$ cat config.mk
export PLATFORM = sky130hd
export DESIGN_NAME = rv_decode_stage
export DESIGN_NICKNAME = d
export VERILOG_FILES = /design/src/hw/rv_decode_pkg.sv /design/src/hw/rv_alu_op_decode.sv /design/src/hw/rv_sys_decode.sv /design/src/hw/rv_imm_gen.sv /design/src/hw/rv_ctrl_decode.sv /design/src/hw/rv_decode_stage.sv
export SDC_FILE = /design/constraint.sdc
export NUM_CORES = 1
export LEC_CHECK = 0
export BUFFER_PORTS_ARGS = -buffer_cell sky130_fd_sc_hd__buf_2
export CELL_PAD_IN_SITES_DETAIL_PLACEMENT = 0
export CELL_PAD_IN_SITES_GLOBAL_PLACEMENT = 1
export CORE_AREA = 5 5 103 105
export DETAILED_ROUTE_END_ITERATION = 7
export DIE_AREA = 0 0 108 110
export PLACE_DENSITY_LB_ADDON = 0.1
export SYNTH_ARGS = -nofsm -noshare
export SYNTH_HDL_FRONTEND = slang
export SYNTH_SLANG_ARGS = --single-unit
$ cat constraint.sdc
create_clock -name clk_i -period 5.2 [get_ports clk_i]
set_input_delay 1.04 -clock clk_i [delete_from_list [all_inputs] [get_ports clk_i]]
set_output_delay 1.04 -clock clk_i [all_outputs]
set_load 0.02 [all_outputs]
$ cat src/hw/rv_decode_pkg.sv
// RV32I decode stage package: widths, encodings, enums and the decoded bundle
`default_nettype none

package rv_decode_pkg;

    // ------------------------------------------------------------------------
    // widths
    // ------------------------------------------------------------------------
    localparam int XLEN        = 32;
    localparam int INS_W       = 32;
    localparam int REG_ADDR_W  = 5;
    localparam int CSR_ADDR_W  = 12;
    localparam int DEC_CREDITS = 2;  // bundles execute can buffer
    localparam int CREDIT_W    = $clog2(DEC_CREDITS + 1);

    // ------------------------------------------------------------------------
    // encodings
    // ------------------------------------------------------------------------
    localparam logic [6:0] OPC_LUI      = 7'b0110111;
    localparam logic [6:0] OPC_AUIPC    = 7'b0010111;
    localparam logic [6:0] OPC_JAL      = 7'b1101111;
    localparam logic [6:0] OPC_JALR     = 7'b1100111;
    localparam logic [6:0] OPC_BRANCH   = 7'b1100011;
    localparam logic [6:0] OPC_LOAD     = 7'b0000011;
    localparam logic [6:0] OPC_STORE    = 7'b0100011;
    localparam logic [6:0] OPC_OP_IMM   = 7'b0010011;
    localparam logic [6:0] OPC_OP       = 7'b0110011;
    localparam logic [6:0] OPC_MISC_MEM = 7'b0001111;
    localparam logic [6:0] OPC_SYSTEM   = 7'b1110011;

    localparam logic [2:0] F3_ADDSUB = 3'b000;
    localparam logic [2:0] F3_SLL    = 3'b001;
    localparam logic [2:0] F3_SLT    = 3'b010;
    localparam logic [2:0] F3_SLTU   = 3'b011;
    localparam logic [2:0] F3_XOR    = 3'b100;
    localparam logic [2:0] F3_SRLSRA = 3'b101;
    localparam logic [2:0] F3_OR     = 3'b110;
    localparam logic [2:0] F3_AND    = 3'b111;
    localparam logic [2:0] F3_PRIV   = 3'b000;
    localparam logic [2:0] F3_FENCEI = 3'b001;

    localparam logic [6:0] F7_BASE       = 7'b0000000;
    localparam logic [6:0] F7_ALT        = 7'b0100000;
    localparam logic [6:0] F7_SFENCE_VMA = 7'b0001001;

    // funct12 of privileged ops
    localparam logic [11:0] F12_ECALL  = 12'h000;
    localparam logic [11:0] F12_EBREAK = 12'h001;
    localparam logic [11:0] F12_WFI    = 12'h105;
    localparam logic [7:0]  F8_TRAP_RTN = 8'h02;  // bits 27:20, mode in 29:28

    // ------------------------------------------------------------------------
    // types
    // ------------------------------------------------------------------------
    typedef enum logic [3:0] {
        ALU_ADD, ALU_SUB, ALU_SLL, ALU_SLT, ALU_SLTU, ALU_XOR,
        ALU_SRL, ALU_SRA, ALU_OR, ALU_AND, ALU_MOV
    } alu_op_e;

    typedef enum logic [1:0] {
        ZONE_NONE, ZONE_REGFILE, ZONE_LOADQ, ZONE_STOREQ
    } zone_e;

    typedef enum logic [2:0] {
        IMM_R, IMM_I, IMM_I_ZIMM, IMM_S, IMM_SB, IMM_U, IMM_UJ, IMM_MISC_MEM
    } imm_type_e;

    typedef struct packed {
        logic                  err;
        logic                  fencei;
        logic                  wfi;
        logic                  jump;
        logic                  ecall;
        logic                  trap_rtn;
        logic [1:0]            trap_rtn_mode;
        zone_e                 zone;
        logic                  regd_tgt;
        logic [REG_ADDR_W-1:0] regd_addr;
        logic                  regs1_rd;
        logic [REG_ADDR_W-1:0] regs1_addr;
        logic                  regs2_rd;
        logic [REG_ADDR_W-1:0] regs2_addr;
        logic [XLEN-1:0]       imm;
        logic                  link;
        logic                  sels1_pc;
        logic                  sels2_imm;
        logic                  selcmps2_imm;
        logic                  sel_csr_wr_data_imm;
        alu_op_e               aluop;
        logic [2:0]            funct3;
        logic                  csr_rd;
        logic                  csr_wr;
        logic [CSR_ADDR_W-1:0] csr_addr;
        logic                  conditional;
    } dec_bundle_t;

endpackage

`default_nettype wire

$ cat src/hw/rv_alu_op_decode.sv
// funct3/funct7 decode of the op and op-imm groups into an ALU opcode
`timescale 1ns/1ps
`default_nettype none

module rv_alu_op_decode import rv_decode_pkg::*; (
    input  logic [INS_W-1:0] ins_i,
    input  logic             imm_form_i,
    output alu_op_e          alu_op_o,
    output logic             cmp_imm_o,
    output logic             err_o
);

    logic [2:0] funct3;
    logic [6:0] funct7;
    logic       is_alt;
    logic       alt_ok;

    assign funct3 = ins_i[14:12];
    assign funct7 = ins_i[31:25];
    assign is_alt = (funct7 == F7_ALT);
    // only add/sub (register form) and the right shifts take the alternate funct7
    assign alt_ok = (funct3 == F3_SRLSRA) || (funct3 == F3_ADDSUB && !imm_form_i);

    always_comb begin
        cmp_imm_o = 1'b0;
        case (funct3)
            F3_ADDSUB: alu_op_o = (alt_ok && is_alt) ? ALU_SUB : ALU_ADD;
            F3_SLL:    alu_op_o = ALU_SLL;
            F3_SLT: begin
                alu_op_o  = ALU_SLT;
                cmp_imm_o = imm_form_i;
            end
            F3_SLTU: begin
                alu_op_o  = ALU_SLTU;
                cmp_imm_o = imm_form_i;
            end
            F3_XOR:    alu_op_o = ALU_XOR;
            F3_SRLSRA: alu_op_o = is_alt ? ALU_SRA : ALU_SRL;
            F3_OR:     alu_op_o = ALU_OR;
            default:   alu_op_o = ALU_AND;
        endcase
    end

    // funct7 legality
    always_comb begin
        err_o = 1'b0;
        if (imm_form_i) begin
            if (funct3 == F3_SLL) begin
                err_o = (funct7 != F7_BASE);
            end else if (funct3 == F3_SRLSRA) begin
                err_o = (funct7 != F7_BASE) && !is_alt;
            end
        end else begin
            err_o = !((funct7 == F7_BASE) || (is_alt && alt_ok));
        end
    end

endmodule

`default_nettype wire

$ cat src/hw/rv_sys_decode.sv
// system opcode decode: privileged instructions and CSR access
`timescale 1ns/1ps
`default_nettype none

module rv_sys_decode import rv_decode_pkg::*; (
    input  logic [INS_W-1:0] ins_i,
    output dec_bundle_t      sys_o,  // system and csr fields only
    output logic             err_o
);

    logic [2:0]  funct3;
    logic [6:0]  funct7;
    logic [11:0] funct12;
    logic        rd_zero;
    logic        rs1_zero;

    assign funct3   = ins_i[14:12];
    assign funct7   = ins_i[31:25];
    assign funct12  = ins_i[31:20];
    assign rd_zero  = (ins_i[11:7] == '0);
    assign rs1_zero = (ins_i[19:15] == '0);

    always_comb begin
        sys_o               = '0;
        err_o               = 1'b0;
        sys_o.trap_rtn_mode = ins_i[29:28];
        sys_o.csr_addr      = funct12;

        if (funct3 == F3_PRIV) begin
            if (!rd_zero || funct7 == F7_SFENCE_VMA || !rs1_zero) begin
                err_o = 1'b1;
            end else if (funct12 == F12_ECALL) begin
                sys_o.ecall = 1'b1;
            end else if (funct12 == F12_EBREAK) begin
                err_o = 1'b0;  // ebreak, no action
            end else if (ins_i[31:30] == 2'b00 && ins_i[27:20] == F8_TRAP_RTN) begin
                sys_o.trap_rtn = 1'b1;
            end else if (funct12 == F12_WFI) begin
                sys_o.wfi = 1'b1;
            end else begin
                err_o = 1'b1;
            end
        end else if (funct3[1:0] != 2'b00) begin
            // csrrw/s/c, zimm variants have funct3[2] set
            sys_o.csr_rd              = !rd_zero;
            sys_o.csr_wr              = !rs1_zero;
            sys_o.sel_csr_wr_data_imm = funct3[2];
        end else begin
            err_o = 1'b1;  // funct3 100 is reserved
        end
    end

endmodule

`default_nettype wire

$ cat src/hw/rv_imm_gen.sv
// immediate extraction and sign extension per instruction format
`timescale 1ns/1ps
`default_nettype none

module rv_imm_gen import rv_decode_pkg::*; (
    input  logic [INS_W-1:0] ins_i,
    input  imm_type_e        imm_type_i,
    output logic [XLEN-1:0]  imm_o
);

    logic [XLEN-1:0] sign;

    assign sign = {XLEN{ins_i[31]}};

    always_comb begin
        case (imm_type_i)
            IMM_I:      imm_o = {sign[XLEN-1:11], ins_i[30:20]};
            IMM_I_ZIMM: imm_o = {{(XLEN-5){1'b0}}, ins_i[19:15]};
            IMM_S:      imm_o = {sign[XLEN-1:11], ins_i[30:25], ins_i[11:7]};
            IMM_SB: begin
                imm_o = {sign[XLEN-1:12], ins_i[7], ins_i[30:25], ins_i[11:8], 1'b0};
            end
            IMM_U:      imm_o = {ins_i[31:12], 12'b0};
            IMM_UJ: begin
                imm_o = {sign[XLEN-1:20], ins_i[19:12], ins_i[20], ins_i[30:21], 1'b0};
            end
            default:    imm_o = '0;  // r-type, misc-mem
        endcase
    end

endmodule

`default_nettype wire

$ cat src/hw/rv_ctrl_decode.sv
// major-opcode decoder producing the control part of the decoded bundle
`timescale 1ns/1ps
`default_nettype none

module rv_ctrl_decode import rv_decode_pkg::*; (
    input  logic [INS_W-1:0] ins_i,
    output imm_type_e        imm_type_o,
    output dec_bundle_t      ctrl_o      // imm left zero
);

    logic [6:0]  opcode;
    logic [2:0]  funct3;
    logic        alu_imm_form;
    alu_op_e     alu_op;
    logic        alu_cmp_imm;
    logic        alu_err;
    dec_bundle_t sys;
    logic        sys_err;

    assign opcode       = ins_i[6:0];
    assign funct3       = ins_i[14:12];
    assign alu_imm_form = (opcode == OPC_OP_IMM);

    rv_alu_op_decode u_alu_op_decode (
        .ins_i      (ins_i),
        .imm_form_i (alu_imm_form),
        .alu_op_o   (alu_op),
        .cmp_imm_o  (alu_cmp_imm),
        .err_o      (alu_err)
    );

    rv_sys_decode u_sys_decode (
        .ins_i (ins_i),
        .sys_o (sys),
        .err_o (sys_err)
    );

    // ------------------------------------------------------------------------
    // opcode decode
    // ------------------------------------------------------------------------
    always_comb begin
        ctrl_o               = '0;
        imm_type_o           = IMM_R;
        ctrl_o.regd_addr     = ins_i[11:7];
        ctrl_o.regs1_addr    = ins_i[19:15];
        ctrl_o.regs2_addr    = ins_i[24:20];
        ctrl_o.funct3        = funct3;
        ctrl_o.trap_rtn_mode = sys.trap_rtn_mode;
        ctrl_o.csr_addr      = sys.csr_addr;
        ctrl_o.aluop         = ALU_ADD;

        case (opcode)
            OPC_LUI, OPC_AUIPC: begin
                imm_type_o       = IMM_U;
                ctrl_o.zone      = ZONE_REGFILE;
                ctrl_o.regd_tgt  = 1'b1;
                ctrl_o.sels2_imm = 1'b1;
                if (opcode == OPC_LUI) begin
                    ctrl_o.aluop = ALU_MOV;
                end else begin
                    ctrl_o.sels1_pc = 1'b1; // pc + imm
                end
            end
            OPC_JAL, OPC_JALR: begin
                ctrl_o.jump      = 1'b1;
                ctrl_o.zone      = ZONE_REGFILE;
                ctrl_o.regd_tgt  = 1'b1;
                ctrl_o.link      = 1'b1;
                ctrl_o.sels2_imm = 1'b1;
                if (opcode == OPC_JAL) begin
                    imm_type_o      = IMM_UJ;
                    ctrl_o.sels1_pc = 1'b1;
                end else begin
                    imm_type_o      = IMM_I;
                    ctrl_o.regs1_rd = 1'b1;
                    ctrl_o.err      = (funct3 != 3'b000);
                end
            end
            OPC_BRANCH: begin
                imm_type_o         = IMM_SB;
                ctrl_o.jump        = 1'b1;
                ctrl_o.conditional = 1'b1;
                ctrl_o.regs1_rd    = 1'b1;
                ctrl_o.regs2_rd    = 1'b1;
                ctrl_o.sels1_pc    = 1'b1;
                ctrl_o.sels2_imm   = 1'b1;
                ctrl_o.err         = (funct3 == 3'b010) || (funct3 == 3'b011);
            end
            OPC_LOAD: begin
                imm_type_o       = IMM_I;
                ctrl_o.zone      = ZONE_LOADQ;
                ctrl_o.regd_tgt  = 1'b1;
                ctrl_o.regs1_rd  = 1'b1;
                ctrl_o.sels2_imm = 1'b1;
                ctrl_o.err       = (funct3 == 3'b011) || (funct3 > 3'b101); // lb..lhu only
            end
            OPC_STORE: begin
                imm_type_o       = IMM_S;
                ctrl_o.zone      = ZONE_STOREQ;
                ctrl_o.regs1_rd  = 1'b1;
                ctrl_o.regs2_rd  = 1'b1;
                ctrl_o.sels2_imm = 1'b1;
                ctrl_o.err       = (funct3 > 3'b010);
            end
            OPC_OP_IMM, OPC_OP: begin
                imm_type_o          = alu_imm_form ? IMM_I : IMM_R;
                ctrl_o.zone         = ZONE_REGFILE;
                ctrl_o.regd_tgt     = 1'b1;
                ctrl_o.regs1_rd     = 1'b1;
                ctrl_o.regs2_rd     = !alu_imm_form;
                ctrl_o.sels2_imm    = alu_imm_form;
                ctrl_o.aluop        = alu_op;
                ctrl_o.selcmps2_imm = alu_cmp_imm;
                ctrl_o.err          = alu_err;
            end
            OPC_MISC_MEM: begin
                imm_type_o    = IMM_MISC_MEM;
                ctrl_o.fencei = (funct3 == F3_FENCEI); // plain fence is a no-op
            end
            OPC_SYSTEM: begin
                ctrl_o.err                 = sys_err;
                ctrl_o.ecall               = sys.ecall;
                ctrl_o.wfi                 = sys.wfi;
                ctrl_o.trap_rtn            = sys.trap_rtn;
                ctrl_o.csr_rd              = sys.csr_rd;
                ctrl_o.csr_wr              = sys.csr_wr;
                ctrl_o.sel_csr_wr_data_imm = sys.sel_csr_wr_data_imm;
                if (funct3[1:0] != 2'b00) begin // csr access
                    ctrl_o.zone     = ZONE_REGFILE;
                    ctrl_o.regd_tgt = 1'b1;
                    ctrl_o.regs1_rd = !funct3[2];
                    if (funct3[2]) begin
                        imm_type_o = IMM_I_ZIMM;
                    end
                end
            end
            default: begin
                ctrl_o.err = 1'b1;
            end
        endcase
    end

endmodule

`default_nettype wire

$ cat src/hw/rv_decode_stage.sv
// registered RV32I decode stage with credit-based flow toward execute
`timescale 1ns/1ps
`default_nettype none

module rv_decode_stage import rv_decode_pkg::*; (
    input  logic             clk_i,
    input  logic             arst_n_i,
    // fetch side
    input  logic             ins_valid_i,
    input  logic [INS_W-1:0] ins_i,
    output logic             ins_ready_o,
    // execute side
    output logic             dec_valid_o,
    output dec_bundle_t      dec_o,
    input  logic             credit_i
);

    logic [CREDIT_W-1:0] credits_q;
    logic                accept;
    imm_type_e           imm_type;
    logic [XLEN-1:0]     imm;
    dec_bundle_t         ctrl;
    dec_bundle_t         dec_d;

    rv_ctrl_decode u_ctrl_decode (
        .ins_i      (ins_i),
        .imm_type_o (imm_type),
        .ctrl_o     (ctrl)
    );

    rv_imm_gen u_imm_gen (
        .ins_i      (ins_i),
        .imm_type_i (imm_type),
        .imm_o      (imm)
    );

    always_comb begin
        dec_d     = ctrl;
        dec_d.imm = imm;
    end

    // ------------------------------------------------------------------------
    // credits
    // ------------------------------------------------------------------------
    assign ins_ready_o = (credits_q != '0);
    assign accept      = ins_valid_i && ins_ready_o;

    always_ff @(posedge clk_i or negedge arst_n_i) begin
        if (!arst_n_i) begin
            credits_q <= CREDIT_W'(DEC_CREDITS);
        end else if (accept && !credit_i) begin
            credits_q <= credits_q - 1'b1;
        end else if (!accept && credit_i && credits_q != CREDIT_W'(DEC_CREDITS)) begin
            credits_q <= credits_q + 1'b1;  // saturates at the buffer depth
        end
    end

    // ------------------------------------------------------------------------
    // output register
    // ------------------------------------------------------------------------
    always_ff @(posedge clk_i or negedge arst_n_i) begin
        if (!arst_n_i) begin
            dec_valid_o <= 1'b0;
        end else begin
            dec_valid_o <= accept;
        end
    end

    always_ff @(posedge clk_i) begin
        if (accept) begin
            dec_o <= dec_d;
        end
    end

endmodule

`default_nettype wire

**After elaboration in Yosys (flattened, before gate mapping)**

Cells that the tools add are included.

- Bits in registers: 90
- Bits of input ports: 36

- Add/sub/neg operators: 2
- Magnitude comparators: 2
- Equality and inequality tests: 29
- Muxes and demuxes: 42
- Bitwise gates (word level): 3
- Reductions and logical operators: 49

Operator list:

| kind | count |
|---|---|
| $pmux 32 s6 | 1 |
| $eq 7x6->1 const B | 4 |
| $eq 7x7->1 const B | 4 |
| $pmux 4 s7 | 1 |
| $mux 1 | 24 |
| $pmux 3 s8 | 1 |
| $eq 3x3->1 const B | 6 |
| $eq 7x4->1 const B | 2 |
| $eq 7x5->1 const B | 2 |
| $reduce_or 7->1 | 2 |
| $eq 12x1->1 const B | 1 |
| $eq 12x9->1 const B | 1 |
| $eq 3x2->1 const B | 4 |
| $logic_not 12->1 | 1 |
| $reduce_or 3->1 | 4 |
| $reduce_or 6->1 | 2 |
| $logic_not 5->1 | 2 |
| $mux 2 | 5 |
| $reduce_or 2->1 | 5 |
| $reduce_or 5->1 | 2 |
| $eq 8x2->1 const B | 1 |
| $logic_and 1x1->1 | 8 |
| $logic_not 1->1 | 8 |
| $pmux 2 s4 | 1 |
| 22 further kinds | 35 |

**Depth between registers and ports, before layout**

- Depth after elaboration: 9
- Depth in mapped cells: 7
- Gate-level depth less buffers: 5

**Cells and area by module**

From an unflattened synthesis, not the netlist that was laid out.

- Cells, all modules: 482
- Area, all modules: 5386.4 sq um

Modules (own cells, without submodules):

| module | times used | cells an instance | area each (sq um) | seq. area each (sq um) |
|---|---|---|---|---|
| rv_decode_stage | 1 | 101 | 2772.7 | 2688.8 |
| rv_ctrl_decode | 1 | 149 | 967.2 | 0.0 |
| rv_sys_decode | 1 | 106 | 773.2 | 0.0 |
| rv_imm_gen | 1 | 105 | 721.9 | 0.0 |
| rv_alu_op_decode | 1 | 21 | 151.4 | 0.0 |

**Worst setup path before layout**

No wires, ideal clock.

- Path type: in2reg
- Start point: input port ins_valid_i
- End point: register dec_o[0] (netlist name) (enable)
- Setup time: 0.448 ns
- Arrival: 2.916 ns
- Slack: 1.836 ns
- Cell stages on the path: 1
- Cell sequence: and2_1

- Longest elaborated chain between the ends: 1

Ends and longest elaborated chain:

| item | line | RTL |
|---|---|---|
| from (decl) | rv_decode_stage.sv:9 | `input logic ins_valid_i,` |
| $logic_and 1x1->1 | rv_decode_stage.sv:46 | `assign accept = ins_valid_i && ins_ready_o;` |
| to (signal assigned) | rv_decode_stage.sv:71 | `dec_o <= dec_d;` |
| to (decl) | rv_decode_stage.sv:14 | `output dec_bundle_t dec_o,` |

No other way between the ends.
A chain may end at the register's enable or synchronous reset.

**Final worst setup path**

- Start point: input port ins_i[27]
- End point: register dec_o[82] (netlist name) (data pin)

- Longest elaborated chain between the ends: 4

Ends and longest elaborated chain:

| item | line | RTL |
|---|---|---|
| from (decl) | rv_decode_stage.sv:10 | `input logic [INS_W-1:0] ins_i,` |
| $eq 7x4->1 | rv_sys_decode.sv:30 | `if (!rd_zero \|\| funct7 == F7_SFENCE_VMA \|\| !rs1_zero) begin` |
| $logic_or 1x1->1 (2 in a row) | rv_sys_decode.sv:30 |  |
| $reduce_or 3->1 (no source line) | -- |  |

Parallel ways exist; a longest one is shown, timed or not.

==> impl_metrics.tcl <==
set metrics [dict create \
    run_status "completed" \
    postSynthCellCount 277 \
    cts_tree "yes" \
    worst_ep_required_time_ns 5.39 \
    placeableCoreArea_um2 9550 \
    floorplan.die.height_um 110 \
    finalHoldViolCount 0 \
    setup_viol 0 \
    finalWirelength_mm 9.40 \
    slew-limit-headroom_pct 30.7 \
    final-instance-count-excl-fill 530 \
    cts.repair.resized 0 \
    synth.distinct_cells 47 \
    drc 0 \
    clock.fmax_mhz 388 \
    ys_ff_latch 83 \
    final-max-slew-violation-count 0 \
    max_cap_viol_count 0 \
    met1_usage_pct 20.3 \
    leakage_nw 2.00 \
    number_of_post_cts_setup_repair_buffers 0 \
    cpMaxStageDelayCell "nor4_1" \
    clock_skew_ns 0.0112 \
    path_delay_family "simple AND/OR/NAND/NOR gates" \
    timing.final.crit_period_ns 2.58 \
    finalSetupTns_ns 0 \
    global_route.peak_usage_layer "met2" \
    power_mw 1.91 \
    wl_per_cell_um 17.7 \
    grtUsageMet3_pct 4.60 \
    post-route-cell-area_um2 4530 \
    power.density_nw_per_um2 420 \
    reg2reg_depth 2 \
    avgSynthCellArea_um2 13.2 \
    via_count 2624 \
    avgViaCountPerCell 4.95 \
    floorplan.die_area_um2 11900 \
    combined_global_route_utilization_of_all_metal_layers_pct 15.7 \
    final_common_cell "buf_2" \
    maximum_fanout_encountered_on_the_critical_timing_path 4 \
    min_period_over_period_pct 49.6 \
    critical_path.reg2reg.endpoint "dec_o[84]" \
    timing.hold.worst.class "primary input to async pin" \
    clockRootBuffer "clkbuf_8" \
    cts.sink_count 83 \
    critical_path.endpoint_type "flip-flop" \
    worstReg2RegStart "credits_q[1]" \
    cp_cell_sequence "buf_2, nor4_1, nor3b_2, nand4_1, or3_4, nor4_4" \
    cts-hold-fix-buffers 0 \
    ys_async_sr_fraction_pct 3.61 \
    post_dp_cell_area_um2 4340 \
    synthDominantAreaCellType "edfxtp_1" \
    grtUsageMet2_pct 25.0 \
    synth.yosys.seq_area_share_pct 67.9 \
    initial_core_util_pct 38.2 \
    leading_cell_types_in_the_layout_fill_and_taps_excluded "buf_2 (124), edfxtp_1 (80), nor2_1 (26)" \
    leading_cell_types_by_total_area_after_synthesis "edfxtp_1 (66%), a21o_1 (4.5%), nor2_1 (2.7%)" \
    vdd_drop_max_v 0.000225 \
    post-synth-top-area-fraction_pct 65.8 \
    routability_congestion 0.851 \
    drt_pass1_iterations 4 \
    cts_buffers 9 \
    antenna_violations_before_repair 0 \
    ys.warnings.count 0 \
    worst-r2r-setup-slack_ns 3.26 \
    critPathLaunch "ins_i[27]" \
    worst_setup_path_start_kind "primary input" \
    remaining_antenna_violation_count_after_routing 0 \
    worstMarginPinSlew_ns 1.04 \
    dr.first_iter.drc_count 141 \
    design.final.nets 428 \
    floorplan.rows 36 \
    clock_tree.htree_level_count 3 \
    io-pin-count 125 \
    syn_nets 313 \
    criticalPathCategory "primary input to flip-flop" \
    synth-edff-count 80 \
    post_route_cells_drive_above_1_share_pct 38.3 \
    critical_path_arrival_ns 2.77 \
    rsz0062_at_grt "false" \
    ctsLongestPathBuffers 2 \
    grt_overflow_total 0 \
    synthesis.area_um2 3650 \
    n_antenna_cell 0 \
    worst-path-buf-inv 1 \
    port_buffers 124 \
    first_global_vias 2535 \
    critical_path.max_stage_delay_ns 0.64 \
    grt_max_degree 82 \
    dp.final_hpwl_mm 6.78 \
    synth-main-ff-cell "edfxtp_1" \
    wire_length_of_the_first_global_routing_pass_mm 13.8 \
    placed_cells_incl_taps 514 \
    clk_latency_ns 0.35 \
    die_w_um 108 \
    area_growth_syn_to_layout_pct 24.2 \
    clk_pin_slew_ns 0.09 \
]
## report_power, final
part	internal, mW	total, mW	switching, mW	leakage, nW
combinational	0.128	0.479	0.351	1.08
sequential	0.914	0.955	0.0412	0.816
clock	0.226	0.471	0.245	0.101
## synthesized netlist by cell type (3+ instances only)
master    count
mux2i_1       3
or2_2         3
nor2_1       26
nand4_1       3
edfxtp_1     80
inv_1         9
nand2b_1      3
nand3_1       4
nor2b_1       5
buf_4         7
clkbuf_1      9
buf_2         3
a21oi_1      13
and2_1       13
nor3_1        4
a222oi_1      4
o21ai_0      11
and3_1        4
a21o_1       22
nand2_1      16
o221ai_1      4
## routing by layer
metal  vias to the layer above  wire length (µm)
li1                       1266                 -
met1                      1259              4130
met2                        88              4410
met3                        11               716
met4                         0               132
met5                         -                 0
## cells by family after synthesis
group / synth area share [%]
AOI/OAI and AO/OA: 11.3
buffers and inverters: 3.80
DFF: 67.9
muxes: 0.823
and+or+nand+nor: 16.2
## flip-flops by register name, summed over array words and instances, names as in the netlist
signal / cells
dec_o: 80
credits_q: 2
dec_valid_o: 1
## worst reg2reg max path, stage by stage, from the launching register on
cell and delay (ns):
dfstp_2 0.58, or2_2 0.13, and2_4 0.82
## through the flow
step	setup slack (ns)	hold WS [ns]	util [%]
floorplan	1.84	0.475	-
global placement	2.29	0.515	45.4
detailed placement	2.28	0.512	45.4
CTS	2.63	0.440	47.5
global route	2.46	0.425	47.5
finish	2.62	0.458	47.5
## area by class of cell
| cell class | instances | area [µm²] |
|---|---|---|
| Multi-Input combinational cell | 165 | 1040 |
| Tap cell | 133 | 166 |
| Clock inverter | 7 | 75.1 |
| Clock buffer | 9 | 124 |
| Timing Repair Buffer | 124 | 621 |
| Inverter | 9 | 33.8 |
| Sequential cell | 83 | 2480 |
| Fill cell | 932 | 5010 |
## how the worst max path moves through the flow
stage               cells past startpoint        end
floorplan                               1   dec_o[0]
global placement                        6  dec_o[82]
detailed placement                      6  dec_o[82]
CTS                                     6  dec_o[82]
global route                            6  dec_o[51]
finish                                  6  dec_o[82]
Power figures use the tool's default switching activity.
